File: src/source/alu_pkg.sv
package alu_pkg;

    localparam int data_width = 32;
    localparam int imm_width = 16;

    localparam int reg_count = 16;
    localparam int reg_idx_width = 4;
    localparam int flag_count = 4;
    localparam int flag_idx_width = 2;

    localparam int queue_depth = 4;  // also the starting credit count of each sender
    localparam int queue_ptr_width = 2;
    localparam int credit_width = 3;  // holds 0 to queue_depth
    localparam int port_count = 2;

    localparam int op_width = 4;

    typedef enum logic [op_width-1:0] {
        op_add, op_sub, op_shl, op_shr, op_mov, op_load_low, op_load_high,
        op_cmp_eq, op_cmp_lt, op_cmp_gt, op_flag_not, op_flag_and, op_flag_mov,
        op_jump, op_branch
    } alu_op_e;

    // command packing, msb first: opcode, dst, src_a, src_b, imm, flag_a, flag_b
    // flag operations write the flag named by the low bits of dst
    localparam int cmd_width = 36;
    localparam int cmd_flag_b_lsb = 0;
    localparam int cmd_flag_a_lsb = 2;
    localparam int cmd_imm_lsb = 4;
    localparam int cmd_src_b_lsb = 20;
    localparam int cmd_src_a_lsb = 24;
    localparam int cmd_dst_lsb = 28;
    localparam int cmd_op_lsb = 32;

    // result_kind codes
    localparam logic [1:0] kind_reg = 2'd0;
    localparam logic [1:0] kind_flag = 2'd1;
    localparam logic [1:0] kind_addr = 2'd2;
    localparam logic [1:0] kind_none = 2'd3;  // unused opcode, nothing written

endpackage

File: src/source/cmd_queue.sv
`timescale 1ns/1ps

module cmd_queue (
    input  logic                          clock,
    input  logic                          rst_n,
    input  logic                          push,
    input  logic [alu_pkg::cmd_width-1:0] push_cmd,
    input  logic                          pop,
    output logic                          not_empty,
    output logic [alu_pkg::cmd_width-1:0] head,
    output logic                          credit_return
);

    logic [alu_pkg::cmd_width-1:0]       mem [alu_pkg::queue_depth];
    logic [alu_pkg::queue_ptr_width-1:0] wr_ptr;
    logic [alu_pkg::queue_ptr_width-1:0] rd_ptr;
    logic [alu_pkg::credit_width-1:0]    count;

    assign not_empty = (count != '0);
    assign head = mem[rd_ptr];

    always_ff @(posedge clock)
    begin
        if (push)
            mem[wr_ptr] <= push_cmd;
    end

    always_ff @(posedge clock)
    begin
        if (!rst_n)
        begin
            wr_ptr <= '0;
            rd_ptr <= '0;
            count <= '0;
            credit_return <= 1'b0;
        end
        else
        begin
            if (push)
                wr_ptr <= wr_ptr + 1'b1;  // depth is a power of two so the pointer wraps
            if (pop)
                rd_ptr <= rd_ptr + 1'b1;
            count <= count + alu_pkg::credit_width'(push) - alu_pkg::credit_width'(pop);
            credit_return <= pop;  // the freed slot goes back to the sender
        end
    end

endmodule

File: src/source/issue_arbiter.sv
`timescale 1ns/1ps

module issue_arbiter (
    input  logic                          clock,
    input  logic                          rst_n,
    input  logic                          not_empty_0,
    input  logic                          not_empty_1,
    input  logic [alu_pkg::cmd_width-1:0] head_0,
    input  logic [alu_pkg::cmd_width-1:0] head_1,
    output logic                          pop_0,
    output logic                          pop_1,
    output logic                          issue_valid,
    output logic                          issue_port,
    output logic [alu_pkg::cmd_width-1:0] issue_cmd
);

    logic                             last_grant;
    logic                             sel;
    logic [alu_pkg::port_count-1:0]   grant;

    // with both queues waiting the port that was not served last time wins
    assign sel = (not_empty_0 && not_empty_1) ? ~last_grant : not_empty_1;
    assign issue_valid = not_empty_0 | not_empty_1;
    assign grant = issue_valid ? (sel ? 2'b10 : 2'b01) : 2'b00;

    assign pop_0 = grant[0];
    assign pop_1 = grant[1];
    assign issue_port = sel;
    assign issue_cmd = sel ? head_1 : head_0;

    always_ff @(posedge clock)
    begin
        if (!rst_n)
            last_grant <= 1'b1;  // port 0 goes first
        else if (issue_valid)
            last_grant <= sel;
    end

endmodule

File: src/source/register_file.sv
`timescale 1ns/1ps

module register_file (
    input  logic                               clock,
    input  logic                               rst_n,
    input  logic [alu_pkg::reg_idx_width-1:0]  rd_a_idx,
    input  logic [alu_pkg::reg_idx_width-1:0]  rd_b_idx,
    output logic [alu_pkg::data_width-1:0]     rd_a_data,
    output logic [alu_pkg::data_width-1:0]     rd_b_data,
    input  logic [alu_pkg::flag_idx_width-1:0] flag_a_idx,
    input  logic [alu_pkg::flag_idx_width-1:0] flag_b_idx,
    output logic                               flag_a_val,
    output logic                               flag_b_val,
    input  logic                               reg_we,
    input  logic [alu_pkg::reg_idx_width-1:0]  reg_wr_idx,
    input  logic [alu_pkg::data_width-1:0]     reg_wr_data,
    input  logic                               flag_we,
    input  logic [alu_pkg::flag_idx_width-1:0] flag_wr_idx,
    input  logic                               flag_wr_val
);

    logic [alu_pkg::data_width-1:0] regs [alu_pkg::reg_count];
    logic [alu_pkg::flag_count-1:0] flags;

    // reads see the value written at the previous edge
    assign rd_a_data = regs[rd_a_idx];
    assign rd_b_data = regs[rd_b_idx];
    assign flag_a_val = flags[flag_a_idx];
    assign flag_b_val = flags[flag_b_idx];

    always_ff @(posedge clock)
    begin
        if (!rst_n)
        begin
            regs <= '{default: '0};
            flags <= '0;
        end
        else
        begin
            if (reg_we)
                regs[reg_wr_idx] <= reg_wr_data;
            if (flag_we)
                flags[flag_wr_idx] <= flag_wr_val;
        end
    end

endmodule

File: src/source/alu_exec.sv
`timescale 1ns/1ps

module alu_exec (
    input  logic                               clock,
    input  logic                               rst_n,
    input  logic                               issue_valid,
    input  logic                               issue_port,
    input  logic [alu_pkg::cmd_width-1:0]      issue_cmd,
    output logic [alu_pkg::reg_idx_width-1:0]  rd_a_idx,
    output logic [alu_pkg::reg_idx_width-1:0]  rd_b_idx,
    input  logic [alu_pkg::data_width-1:0]     rd_a_data,
    input  logic [alu_pkg::data_width-1:0]     rd_b_data,
    output logic [alu_pkg::flag_idx_width-1:0] flag_a_idx,
    output logic [alu_pkg::flag_idx_width-1:0] flag_b_idx,
    input  logic                               flag_a_val,
    input  logic                               flag_b_val,
    output logic                               reg_we,
    output logic [alu_pkg::reg_idx_width-1:0]  reg_wr_idx,
    output logic [alu_pkg::data_width-1:0]     reg_wr_data,
    output logic                               flag_we,
    output logic [alu_pkg::flag_idx_width-1:0] flag_wr_idx,
    output logic                               flag_wr_val,
    output logic                               result_valid,
    output logic                               result_port,
    output logic [1:0]                         result_kind,
    output logic [alu_pkg::data_width-1:0]     result_value,
    output logic                               result_flag,
    output logic                               addr_change,
    output logic [alu_pkg::data_width-1:0]     next_addr
);

    logic                                iss_valid;
    logic                                iss_port;
    logic [alu_pkg::cmd_width-1:0]       iss_cmd;
    alu_pkg::alu_op_e                    op;
    logic [alu_pkg::reg_idx_width-1:0]   dst;
    logic [alu_pkg::imm_width-1:0]       imm;
    logic [alu_pkg::data_width-1:0]      opa;
    logic [alu_pkg::data_width-1:0]      opb;
    logic [alu_pkg::data_width-1:0]      value;
    logic                                flag;
    logic [1:0]                          kind;
    logic                                addr_ch;
    logic [alu_pkg::data_width-1:0]      addr;

    always_ff @(posedge clock)
    begin
        if (!rst_n)
            iss_valid <= 1'b0;
        else
            iss_valid <= issue_valid;
    end

    always_ff @(posedge clock)
    begin
        iss_port <= issue_port;
        iss_cmd <= issue_cmd;
    end

    assign op = alu_pkg::alu_op_e'(iss_cmd[alu_pkg::cmd_op_lsb +: alu_pkg::op_width]);
    assign dst = iss_cmd[alu_pkg::cmd_dst_lsb +: alu_pkg::reg_idx_width];
    assign imm = iss_cmd[alu_pkg::cmd_imm_lsb +: alu_pkg::imm_width];
    assign rd_a_idx = iss_cmd[alu_pkg::cmd_src_a_lsb +: alu_pkg::reg_idx_width];
    assign rd_b_idx = iss_cmd[alu_pkg::cmd_src_b_lsb +: alu_pkg::reg_idx_width];
    assign flag_a_idx = iss_cmd[alu_pkg::cmd_flag_a_lsb +: alu_pkg::flag_idx_width];
    assign flag_b_idx = iss_cmd[alu_pkg::cmd_flag_b_lsb +: alu_pkg::flag_idx_width];
    assign opa = rd_a_data;
    assign opb = rd_b_data;

    always_comb
    begin
        case (op)
            alu_pkg::op_add:       value = opa + opb;
            alu_pkg::op_sub:       value = opa - opb;
            alu_pkg::op_shl:       value = ~(~opa << opb);  // ones fill, 32 and up gives all ones
            alu_pkg::op_shr:       value = ~(~opa >> opb);
            alu_pkg::op_mov:       value = opa;
            alu_pkg::op_load_low:  value = {opa[alu_pkg::data_width-1:alu_pkg::imm_width], imm};
            alu_pkg::op_load_high: value = {imm, opa[alu_pkg::imm_width-1:0]};
            default:               value = '0;
        endcase
    end

    always_comb
    begin
        case (op)
            alu_pkg::op_cmp_eq:   flag = (opa == opb);
            alu_pkg::op_cmp_lt:   flag = (opa < opb);
            alu_pkg::op_cmp_gt:   flag = (opa > opb);
            alu_pkg::op_flag_not: flag = ~flag_a_val;
            alu_pkg::op_flag_and: flag = flag_a_val & flag_b_val;
            alu_pkg::op_flag_mov: flag = flag_a_val;
            default:              flag = 1'b0;
        endcase
    end

    always_comb
    begin
        case (op)
            alu_pkg::op_add, alu_pkg::op_sub, alu_pkg::op_shl, alu_pkg::op_shr,
            alu_pkg::op_mov, alu_pkg::op_load_low, alu_pkg::op_load_high:
                kind = alu_pkg::kind_reg;
            alu_pkg::op_cmp_eq, alu_pkg::op_cmp_lt, alu_pkg::op_cmp_gt,
            alu_pkg::op_flag_not, alu_pkg::op_flag_and, alu_pkg::op_flag_mov:
                kind = alu_pkg::kind_flag;
            alu_pkg::op_jump, alu_pkg::op_branch:
                kind = alu_pkg::kind_addr;
            default:
                kind = alu_pkg::kind_none;
        endcase
    end

    // a branch that is not taken still reports, with addr_change low
    assign addr_ch = (op == alu_pkg::op_jump) || (op == alu_pkg::op_branch && flag_a_val);
    assign addr = addr_ch ? opa : '0;

    // writes land at the same edge as the result register
    assign reg_we = iss_valid && (kind == alu_pkg::kind_reg);
    assign reg_wr_idx = dst;
    assign reg_wr_data = value;
    assign flag_we = iss_valid && (kind == alu_pkg::kind_flag);
    assign flag_wr_idx = dst[alu_pkg::flag_idx_width-1:0];
    assign flag_wr_val = flag;

    always_ff @(posedge clock)
    begin
        if (!rst_n)
        begin
            result_valid <= 1'b0;
            addr_change <= 1'b0;
        end
        else
        begin
            result_valid <= iss_valid;
            addr_change <= iss_valid && addr_ch;
        end
    end

    always_ff @(posedge clock)
    begin
        result_port <= iss_port;
        result_kind <= kind;
        result_value <= value;
        result_flag <= flag;
        next_addr <= addr;
    end

endmodule

File: src/source/alu_cluster.sv
`timescale 1ns/1ps

module alu_cluster (
    input  logic                               clock,
    input  logic                               rst_n,
    input  logic                               cmd_valid_0,
    input  alu_pkg::alu_op_e                   cmd_op_0,
    input  logic [alu_pkg::reg_idx_width-1:0]  cmd_dst_0,
    input  logic [alu_pkg::reg_idx_width-1:0]  cmd_src_a_0,
    input  logic [alu_pkg::reg_idx_width-1:0]  cmd_src_b_0,
    input  logic [alu_pkg::imm_width-1:0]      cmd_imm_0,
    input  logic [alu_pkg::flag_idx_width-1:0] cmd_flag_a_0,
    input  logic [alu_pkg::flag_idx_width-1:0] cmd_flag_b_0,
    output logic                               credit_return_0,
    input  logic                               cmd_valid_1,
    input  alu_pkg::alu_op_e                   cmd_op_1,
    input  logic [alu_pkg::reg_idx_width-1:0]  cmd_dst_1,
    input  logic [alu_pkg::reg_idx_width-1:0]  cmd_src_a_1,
    input  logic [alu_pkg::reg_idx_width-1:0]  cmd_src_b_1,
    input  logic [alu_pkg::imm_width-1:0]      cmd_imm_1,
    input  logic [alu_pkg::flag_idx_width-1:0] cmd_flag_a_1,
    input  logic [alu_pkg::flag_idx_width-1:0] cmd_flag_b_1,
    output logic                               credit_return_1,
    output logic                               result_valid,
    output logic                               result_port,
    output logic [1:0]                         result_kind,
    output logic [alu_pkg::data_width-1:0]     result_value,
    output logic                               result_flag,
    output logic                               addr_change,
    output logic [alu_pkg::data_width-1:0]     next_addr
);

    logic                               not_empty_0;
    logic                               not_empty_1;
    logic [alu_pkg::cmd_width-1:0]      head_0;
    logic [alu_pkg::cmd_width-1:0]      head_1;
    logic                               pop_0;
    logic                               pop_1;
    logic                               issue_valid;
    logic                               issue_port;
    logic [alu_pkg::cmd_width-1:0]      issue_cmd;
    logic [alu_pkg::reg_idx_width-1:0]  rd_a_idx;
    logic [alu_pkg::reg_idx_width-1:0]  rd_b_idx;
    logic [alu_pkg::data_width-1:0]     rd_a_data;
    logic [alu_pkg::data_width-1:0]     rd_b_data;
    logic [alu_pkg::flag_idx_width-1:0] flag_a_idx;
    logic [alu_pkg::flag_idx_width-1:0] flag_b_idx;
    logic                               flag_a_val;
    logic                               flag_b_val;
    logic                               reg_we;
    logic [alu_pkg::reg_idx_width-1:0]  reg_wr_idx;
    logic [alu_pkg::data_width-1:0]     reg_wr_data;
    logic                               flag_we;
    logic [alu_pkg::flag_idx_width-1:0] flag_wr_idx;
    logic                               flag_wr_val;

    // fields are packed in the order given in alu_pkg
    cmd_queue u_queue_0 (
        .clock(clock), .rst_n(rst_n), .push(cmd_valid_0),
        .push_cmd({cmd_op_0, cmd_dst_0, cmd_src_a_0, cmd_src_b_0, cmd_imm_0,
                   cmd_flag_a_0, cmd_flag_b_0}),
        .pop(pop_0), .not_empty(not_empty_0), .head(head_0),
        .credit_return(credit_return_0)
    );

    cmd_queue u_queue_1 (
        .clock(clock), .rst_n(rst_n), .push(cmd_valid_1),
        .push_cmd({cmd_op_1, cmd_dst_1, cmd_src_a_1, cmd_src_b_1, cmd_imm_1,
                   cmd_flag_a_1, cmd_flag_b_1}),
        .pop(pop_1), .not_empty(not_empty_1), .head(head_1),
        .credit_return(credit_return_1)
    );

    issue_arbiter u_arbiter (
        .clock(clock), .rst_n(rst_n),
        .not_empty_0(not_empty_0), .not_empty_1(not_empty_1),
        .head_0(head_0), .head_1(head_1), .pop_0(pop_0), .pop_1(pop_1),
        .issue_valid(issue_valid), .issue_port(issue_port), .issue_cmd(issue_cmd)
    );

    alu_exec u_exec (
        .clock(clock), .rst_n(rst_n),
        .issue_valid(issue_valid), .issue_port(issue_port), .issue_cmd(issue_cmd),
        .rd_a_idx(rd_a_idx), .rd_b_idx(rd_b_idx),
        .rd_a_data(rd_a_data), .rd_b_data(rd_b_data),
        .flag_a_idx(flag_a_idx), .flag_b_idx(flag_b_idx),
        .flag_a_val(flag_a_val), .flag_b_val(flag_b_val),
        .reg_we(reg_we), .reg_wr_idx(reg_wr_idx), .reg_wr_data(reg_wr_data),
        .flag_we(flag_we), .flag_wr_idx(flag_wr_idx), .flag_wr_val(flag_wr_val),
        .result_valid(result_valid), .result_port(result_port),
        .result_kind(result_kind), .result_value(result_value),
        .result_flag(result_flag), .addr_change(addr_change), .next_addr(next_addr)
    );

    register_file u_regfile (
        .clock(clock), .rst_n(rst_n),
        .rd_a_idx(rd_a_idx), .rd_b_idx(rd_b_idx),
        .rd_a_data(rd_a_data), .rd_b_data(rd_b_data),
        .flag_a_idx(flag_a_idx), .flag_b_idx(flag_b_idx),
        .flag_a_val(flag_a_val), .flag_b_val(flag_b_val),
        .reg_we(reg_we), .reg_wr_idx(reg_wr_idx), .reg_wr_data(reg_wr_data),
        .flag_we(flag_we), .flag_wr_idx(flag_wr_idx), .flag_wr_val(flag_wr_val)
    );

endmodule

File: config.mk
export PLATFORM = sky130hd
export DESIGN_NAME = alu_cluster
export DESIGN_NICKNAME = d
export VERILOG_FILES = /design/src/source/alu_pkg.sv /design/src/source/cmd_queue.sv /design/src/source/issue_arbiter.sv /design/src/source/register_file.sv /design/src/source/alu_exec.sv /design/src/source/alu_cluster.sv
export SDC_FILE = /design/constraint.sdc
export NUM_CORES = 2
export LEC_CHECK = 0
export ABC_AREA = 1
export BUFFER_PORTS_ARGS = -buffer_cell sky130_fd_sc_hd__buf_2
export CORE_ASPECT_RATIO = 1.1
export CORE_UTILIZATION = 40
export CTS_BUF_LIST = sky130_fd_sc_hd__clkbuf_16
export DETAILED_ROUTE_END_ITERATION = 6
export PLACE_DENSITY = 0.65
export SYNTH_ARGS = -nofsm -noshare
export SYNTH_HDL_FRONTEND = slang
export SYNTH_HIERARCHICAL = 1
export SYNTH_SLANG_ARGS = --single-unit
File: constraint.sdc
create_clock -name clock -period 4.4 [get_ports clock]
set_input_delay 0.66 -clock clock [delete_from_list [all_inputs] [get_ports clock]]
set_output_delay 0.66 -clock clock [all_outputs]
set_load 0.02 [all_outputs]
# After elaboration in Yosys (flattened, before gate mapping)
# Memory sizes are Yosys's and may differ from the RTL's. A register that Yosys moved wholly into a read port is not among the register bits.
# Index checks and enable logic that the tools add are counted.
# word_totals
ff_bits,641
ramBits,288
rom_bits,32
inputBits,76
out_inout_bits,72
wordCells,129
memories,3
# classes
addsub,10
order_cmp,10
n_eq_ne,16
n_shift,2
n_mux,30
n_bitwise,10
n_reduce_logical,12
# memory_table
name,depth,word_bits,read_ports,rd_clocked_by_memory_dff,write_ports,line,text
u_queue_0.mem,4,36,1,1,1,cmd_queue.sv:14,logic [alu_pkg::cmd_width-1:0] mem [alu_pkg::queue_depth];
u_queue_1.mem,4,36,1,1,1,cmd_queue.sv:14,
(name not given),16,2,1,1,0,alu_exec.sv:99,case (op)
# ops
cell,count
$bwmux 512,1
$bmux 32 s4,2
$pmux 32 s7,1
$mux 32,5
$demux 32 s4,1
$not 32->32,3
$mux 36,1
$add 32x32->32,1
$eq 32x32->1,1
$gt 32x32->1,1
$lt 32x32->1,1
$shl 32x32->32,1
$shr 32x32->32,1
$sub 32x32->32,1
$eq 4x4->1 const B,7
$eq 4x3->1 const B,4
$ge 5x5->1 const B,3
$not 4->5,3
$mux 2,6
$lt 2x3->1 const B,3
$add 2x1->2 const B,4
$eq 4x2->1 const B,2
$mux 1,8
$logic_and 1x1->1,7
other kinds (17),22

# Depth between registers and ports, before layout
# depth
word_depth,9
depth_mapped,33

# Modules after synthesis
# The synthesis kept the hierarchy.
# by_module_without_submodules
module,instances,cells_each,area_per_inst_um2,seq_area_each_um2
register_file,1,4733,28538.6,10329.9
cmd_queue,2,443,5874.4,4524.3
alu_exec,1,2015,11322.1,2202.1
issue_arbiter,1,130,581.8,20.0

# Least setup slack after synthesis
# OpenSTA, ideal clock, no wires.
# synth_path
path_type,reg-to-reg
start,register u_exec/iss_cmd[20] in the netlist's numbering
end,register u_regfile/regs[314] in the netlist's numbering
setup_time_ns,0.128
arrival_ns,4.301
required_time_ns,4.272
slack_ns,-0.029
path_stages_with_launch,32
path_buffers,9
period_less_slack_ns,4.429
path_cell_list,dfxtp_1 > buf_4 > buf_2 > inv_1 > buf_2 > clkbuf_1 > nand2_1 > nand3_1 > nand3_1 > nand3_1 > nand2_1 > clkbuf_1 > inv_1 > clkbuf_1 > buf_1 > ha_1 > buf_2 > nor2_1 > nand3_1 > o21ai_1 > inv_1 > o21ai_1 > nand3_1 > nand3_1 > nand2_1 > nand3_1 > nand3b_1 > nor2_1 > nand2_1 > clkbuf_1 > o21ai_0 > a21oi_1
# synth_via
elab_chain_cells,8
# synth_lines
item,line,text
from (decl),alu_exec.sv:34,logic [alu_pkg::cmd_width-1:0] iss_cmd;
from (signal assigned),alu_exec.sv:57,iss_cmd <= issue_cmd;
$not 4->5 (not written as such) *,register_file.sv:27,assign rd_b_data = regs[rd_b_idx];
$bmux 32 s4 *,register_file.sv:27,
$mux 32 (not written as such) * (2 in a row),register_file.sv:27,
"named net rd_b_data, one bit",alu_cluster.sv:45,logic [alu_pkg::data_width-1:0] rd_b_data;
"parallel branches: the longest is 2 deep, another holds $sub 32x32->32",n/a,
$pmux 32 s7 *,alu_exec.sv:72,case (op)
"named net reg_wr_data, one bit",alu_cluster.sv:52,logic [alu_pkg::data_width-1:0] reg_wr_data;
$bwmux 512 *,register_file.sv:41,regs[reg_wr_idx] <= reg_wr_data;
"to (signal, indexed assignment)",register_file.sv:41,
to (decl),register_file.sv:22,logic [alu_pkg::data_width-1:0] regs [alu_pkg::reg_count];
# Mark *: on every way through the listed nets, which the timed path passes. The select of a mux whose other input is x is not followed.
# A chain may end at the register's enable or synchronous reset.

# Final worst setup path
# layout_path
start,register u_exec/iss_cmd[20] in the netlist's numbering
end,register u_regfile/regs[318] in the netlist's numbering
# The elaborated chain is that of the path after synthesis.

==> impl_table.tex <==
\begin{tabular}{lr}
\hline
Metric & Value \\
\hline
\multicolumn{2}{l}{\textbf{Status}} \\
Outcome & finished, final reports clean \\
\multicolumn{2}{l}{\textbf{STA}} \\
Final Slew Violations & 0 \\
Final-report setup violation count & 0 \\
Rel. slew slack & 2.13\% \\
Worst clock skew & 0.0549 ns \\
Highest achievable clock rate & 231 MHz \\
Time the worst path needs with I/O delays and setup & 4.33 ns \\
Number of hold-slack violations in the final timing report & 0 \\
Transition time at the pin with the least slew margin & 1.47 ns \\
Portion of the clock cycle consumed by the worst path in the final layout & 98.4\% \\
\multicolumn{2}{l}{\textbf{Clocking}} \\
CTS tree & built \\
Maximum clock insertion buffer count & 3 \\
Num CTS Buffers & 101 \\
Register clock-pin slew on the reported worst setup and hold paths & 0.06 ns \\
Htree depth & 3 \\
Clock Latency Late Sink & 0.75 ns \\
Number of clock sinks seen by CTS & 935 \\
Clock tree root driver cell & clkbuf\_16 \\
Hold-fix buffers, CTS & 0 \\
\multicolumn{2}{l}{\textbf{Worst hold path}} \\
Hold Path Origin & cmd\_flag\_a\_0[1] \\
Worst hold stages & 1 \\
Hold/Removal Path Class & in2reg \\
Min-Delay Endpoint & u\_queue\_0/mem[2][3]\$\_DFFE\_PP\_ \\
\multicolumn{2}{l}{\textbf{Worst setup path}} \\
RR Endpoint & u\_regfile/regs[318]\$\_SDFFE\_PN0P\_ \\
Reg2reg path depth & 31 \\
FF-to-FF Start & u\_exec/iss\_cmd[20]\$\_DFF\_P\_ \\
Data required time at the worst endpoint & 4.97 ns \\
Type of element launching the critical path & register \\
Critical path data arrival time & 4.90 ns \\
Largest driver fanout on the critical path & 9 \\
Worst R2R Setup Slack & 0.07 ns \\
Slowest stage delay, CP & 0.36 ns \\
Worst Setup Path Type & reg2reg \\
Kind of end point of the critical path & register \\
Most numerous cell on the critical path & nand2\_1 \\
Slowest cell on crit path & dfxtp\_4 \\
\multicolumn{2}{l}{\textbf{Floorplan}} \\
Die outline width & 346 um \\
Placeable core area & 0.129 mm\^{}2 \\
Die Area & 0.132 mm\^{}2 \\
Top-level port count & 148 \\
Starting density of the core & 40.5\% \\
Row count & 138 \\
Die Y-Extent & 381 um \\
\multicolumn{2}{l}{\textbf{Final layout}} \\
Combined area of the multi-input logic cells & 0.0260 mm\^{}2 \\
Synthesis-to-layout area growth & 20.1\% \\
Largest register FFs & 512 \\
Final-layout fill cell count & 12,891 \\
Footprint of the flip-flops and latches & 0.0216 mm\^{}2 \\
Most used cells in the layout excluding fill and tap cells & nand2\_1, nand3\_1, nor2\_1, inv\_1, dfxtp\_1 \\
Biggest registers after layout & u\_regfile/regs (512), u\_queue\_0/mem (144), u\_queue\_1/mem (144) \\
Final Util & 48.6\% \\
Share of cells above drive strength 1 & 14.5\% \\
Layout net count & 8,212 \\
Register name with the most flops & u\_regfile/regs \\
Most common library cell in the layout ignoring fill and taps & nand2\_1 \\
\multicolumn{2}{l}{\textbf{Synthesis}} \\
Top cell type by total area after synthesis & dfxtp\_1 \\
Post-Synthesis Cell Area & 0.0522 mm\^{}2 \\
Main flop type after synthesis & dfxtp\_1 \\
Sequential-to-total area share from yosys stat & 41.4\% \\
Syn\_area\_per\_cell & 6.72 um\^{}2 \\
Total nets after synthesis & 7,921 \\
Synthesized instance count & 7,764 \\
Share of the synthesized area in the top cell type & 24.8\% \\
Number of warnings issued by yosys & 6 \\
Async set or reset register ratio after synthesis & 0\% \\
Cells taking the most area after synthesis & dfxtp\_1, edfxtp\_1, nand3\_1 \\
Count of flip-flops with a built-in enable after synthesis & 288 \\
Synthesis-stage register bit count & 935 \\
Count of different cell masters after synthesis & 48 \\
\multicolumn{2}{l}{\textbf{GRT}} \\
Pin count of the biggest net entering global routing & 118 \\
Residual overflow from global routing & 0 \\
Total GRT Usage & 31.8\% \\
Antenna violations before repair & 18 \\
Vias in the first global route & 50,792 \\
First-pass GRT wire length & 319,000 um \\
\multicolumn{2}{l}{\textbf{Placement}} \\
Detailed placement HPWL & 146,000 um \\
Final GP Congestion & 1.03 \\
Total of buffers placed on input and output ports & 147 \\
\multicolumn{2}{l}{\textbf{Route}} \\
Detailed-router iteration count before antenna repair & 7 \\
First-iteration detailed-routing DRC count & 6,809 \\
Total wire length & 219,000 um \\
Average wire length per cell after detail routing & 22.3 um \\
Residual antenna-violating net count after detailed routing & 0 \\
Number of remaining DRC errors & 0 \\
Routed via count divided by cell count & 5.65 \\
Via count & 55,491 \\
\multicolumn{2}{l}{\textbf{Run}} \\
Max cap viols & 0 \\
\hline
\end{tabular}
-- layer usage --
layer	wire [um]	global-route usage [%]
met4	15400	19.8
met2	98500	50.7
met3	21300	5.42
met5	163	0
met1	84000	40.0
-- worst max path at each step --
stage,startpoint,to,slack (ns),cells after the start
after floorplan,u_exec/iss_cmd[20]$_DFF_P_,u_regfile/regs[314]$_SDFFE_PN0P_,0.08,31
after global placement,u_exec/iss_cmd[23]$_DFF_P_,u_regfile/regs[445]$_SDFFE_PN0P_,-0.35,23
after detailed placement,u_exec/iss_cmd[23]$_DFF_P_,u_regfile/regs[445]$_SDFFE_PN0P_,-0.34,23
after CTS,u_exec/iss_cmd[24]$_DFF_P_,u_regfile/regs[21]$_SDFFE_PN0P_,0.001,22
after global routing,u_exec/iss_cmd[20]$_DFF_P_,u_regfile/regs[40]$_SDFFE_PN0P_,-0.05,31
final,u_exec/iss_cmd[20]$_DFF_P_,u_regfile/regs[318]$_SDFFE_PN0P_,0.07,31
-- worst max-delay path, delay by kind of cell (launching register included) --
kind / cells / cell delay, ns
AOI/OAI and AO/OA: 2 / 0.20
buffers and inverters: 10 / 1.49
DFF: 1 / 0.36
and+or+nand+nor: 19 / 2.04
-- stage by stage --
step / cell area (um^2) / setup WS (ns) / hold WS, ns / std cells / setup TNS, ns
final: 62700 / 0.0709 / 0.141 / 9822 / 0
after global routing: 62600 / -0.0452 / 0.129 / 9817 / -1.00
after CTS: 61200 / 0.00142 / 0.102 / 9781 / 0
after detailed placement: 58000 / -0.336 / 0.319 / 9590 / -15.76
after global placement: 58000 / -0.350 / 0.319 / 9590 / -18.59
after floorplan: 52200 / 0.0831 / 0.310 / 7764 / 0
-- cells by family (layout without fill, tap and decap cells) --
family,after synthesis,count (layout),synth area share [%]
flip-flops,935,935,41.4
XOR/XNOR,1,1,0.0168
AND/OR/NAND/NOR,4026,4026,32.7
buffers and inverters,1364,1737,10.5
other,0,5,0
adder cells (fa/ha/maj),81,81,2.00
AO/OA/AOI/OAI,1357,1357,13.3
-- what timing repair did --
action                                  in CTS  in global routing
buffers inserted                             4                 24
pin swaps                                    3                 27
cloned                                       2                 12
resized for setup                            9                309
endpoints found under the setup margin     204                523
-- cell usage after synthesis, drive strengths merged, types with 2 or more instances --
library cell and number:
dfxtp 647, fa 4, nand3 1346, o21bai 8
a32oi 2, o21a 2, ha 77, nor4 3
clkbuf 308, buf 264, o2111ai 5, a31oi 8
nor3 23, a21oi 441, inv 792, o21ai 858
a211oi 2, a221oi 3, nand3b 12, edfxtp 288
a21o 6, a21boi 6, nor2 884, o211ai 6
o22ai 7, nand4 30, nand2 1726
-- layout make-up --
| cell class | instances | area share, % |
|---|---|---|
| tap | 1680 | 3.35 |
| timing repair inverter | 1 | 0.0180 |
| clock buffer | 105 | 4.19 |
| multi-input combinational | 5465 | 41.5 |
| antenna | 5 | 0.0200 |
| inverter | 792 | 4.82 |
| clock inverter | 80 | 0.799 |
| sequential | 935 | 34.5 |
| timing repair buffer | 759 | 10.8 |
Power is left out: the tool's default activity adds up to more than one toggle a clock period on the data nets, which glitch-free logic cannot reach.
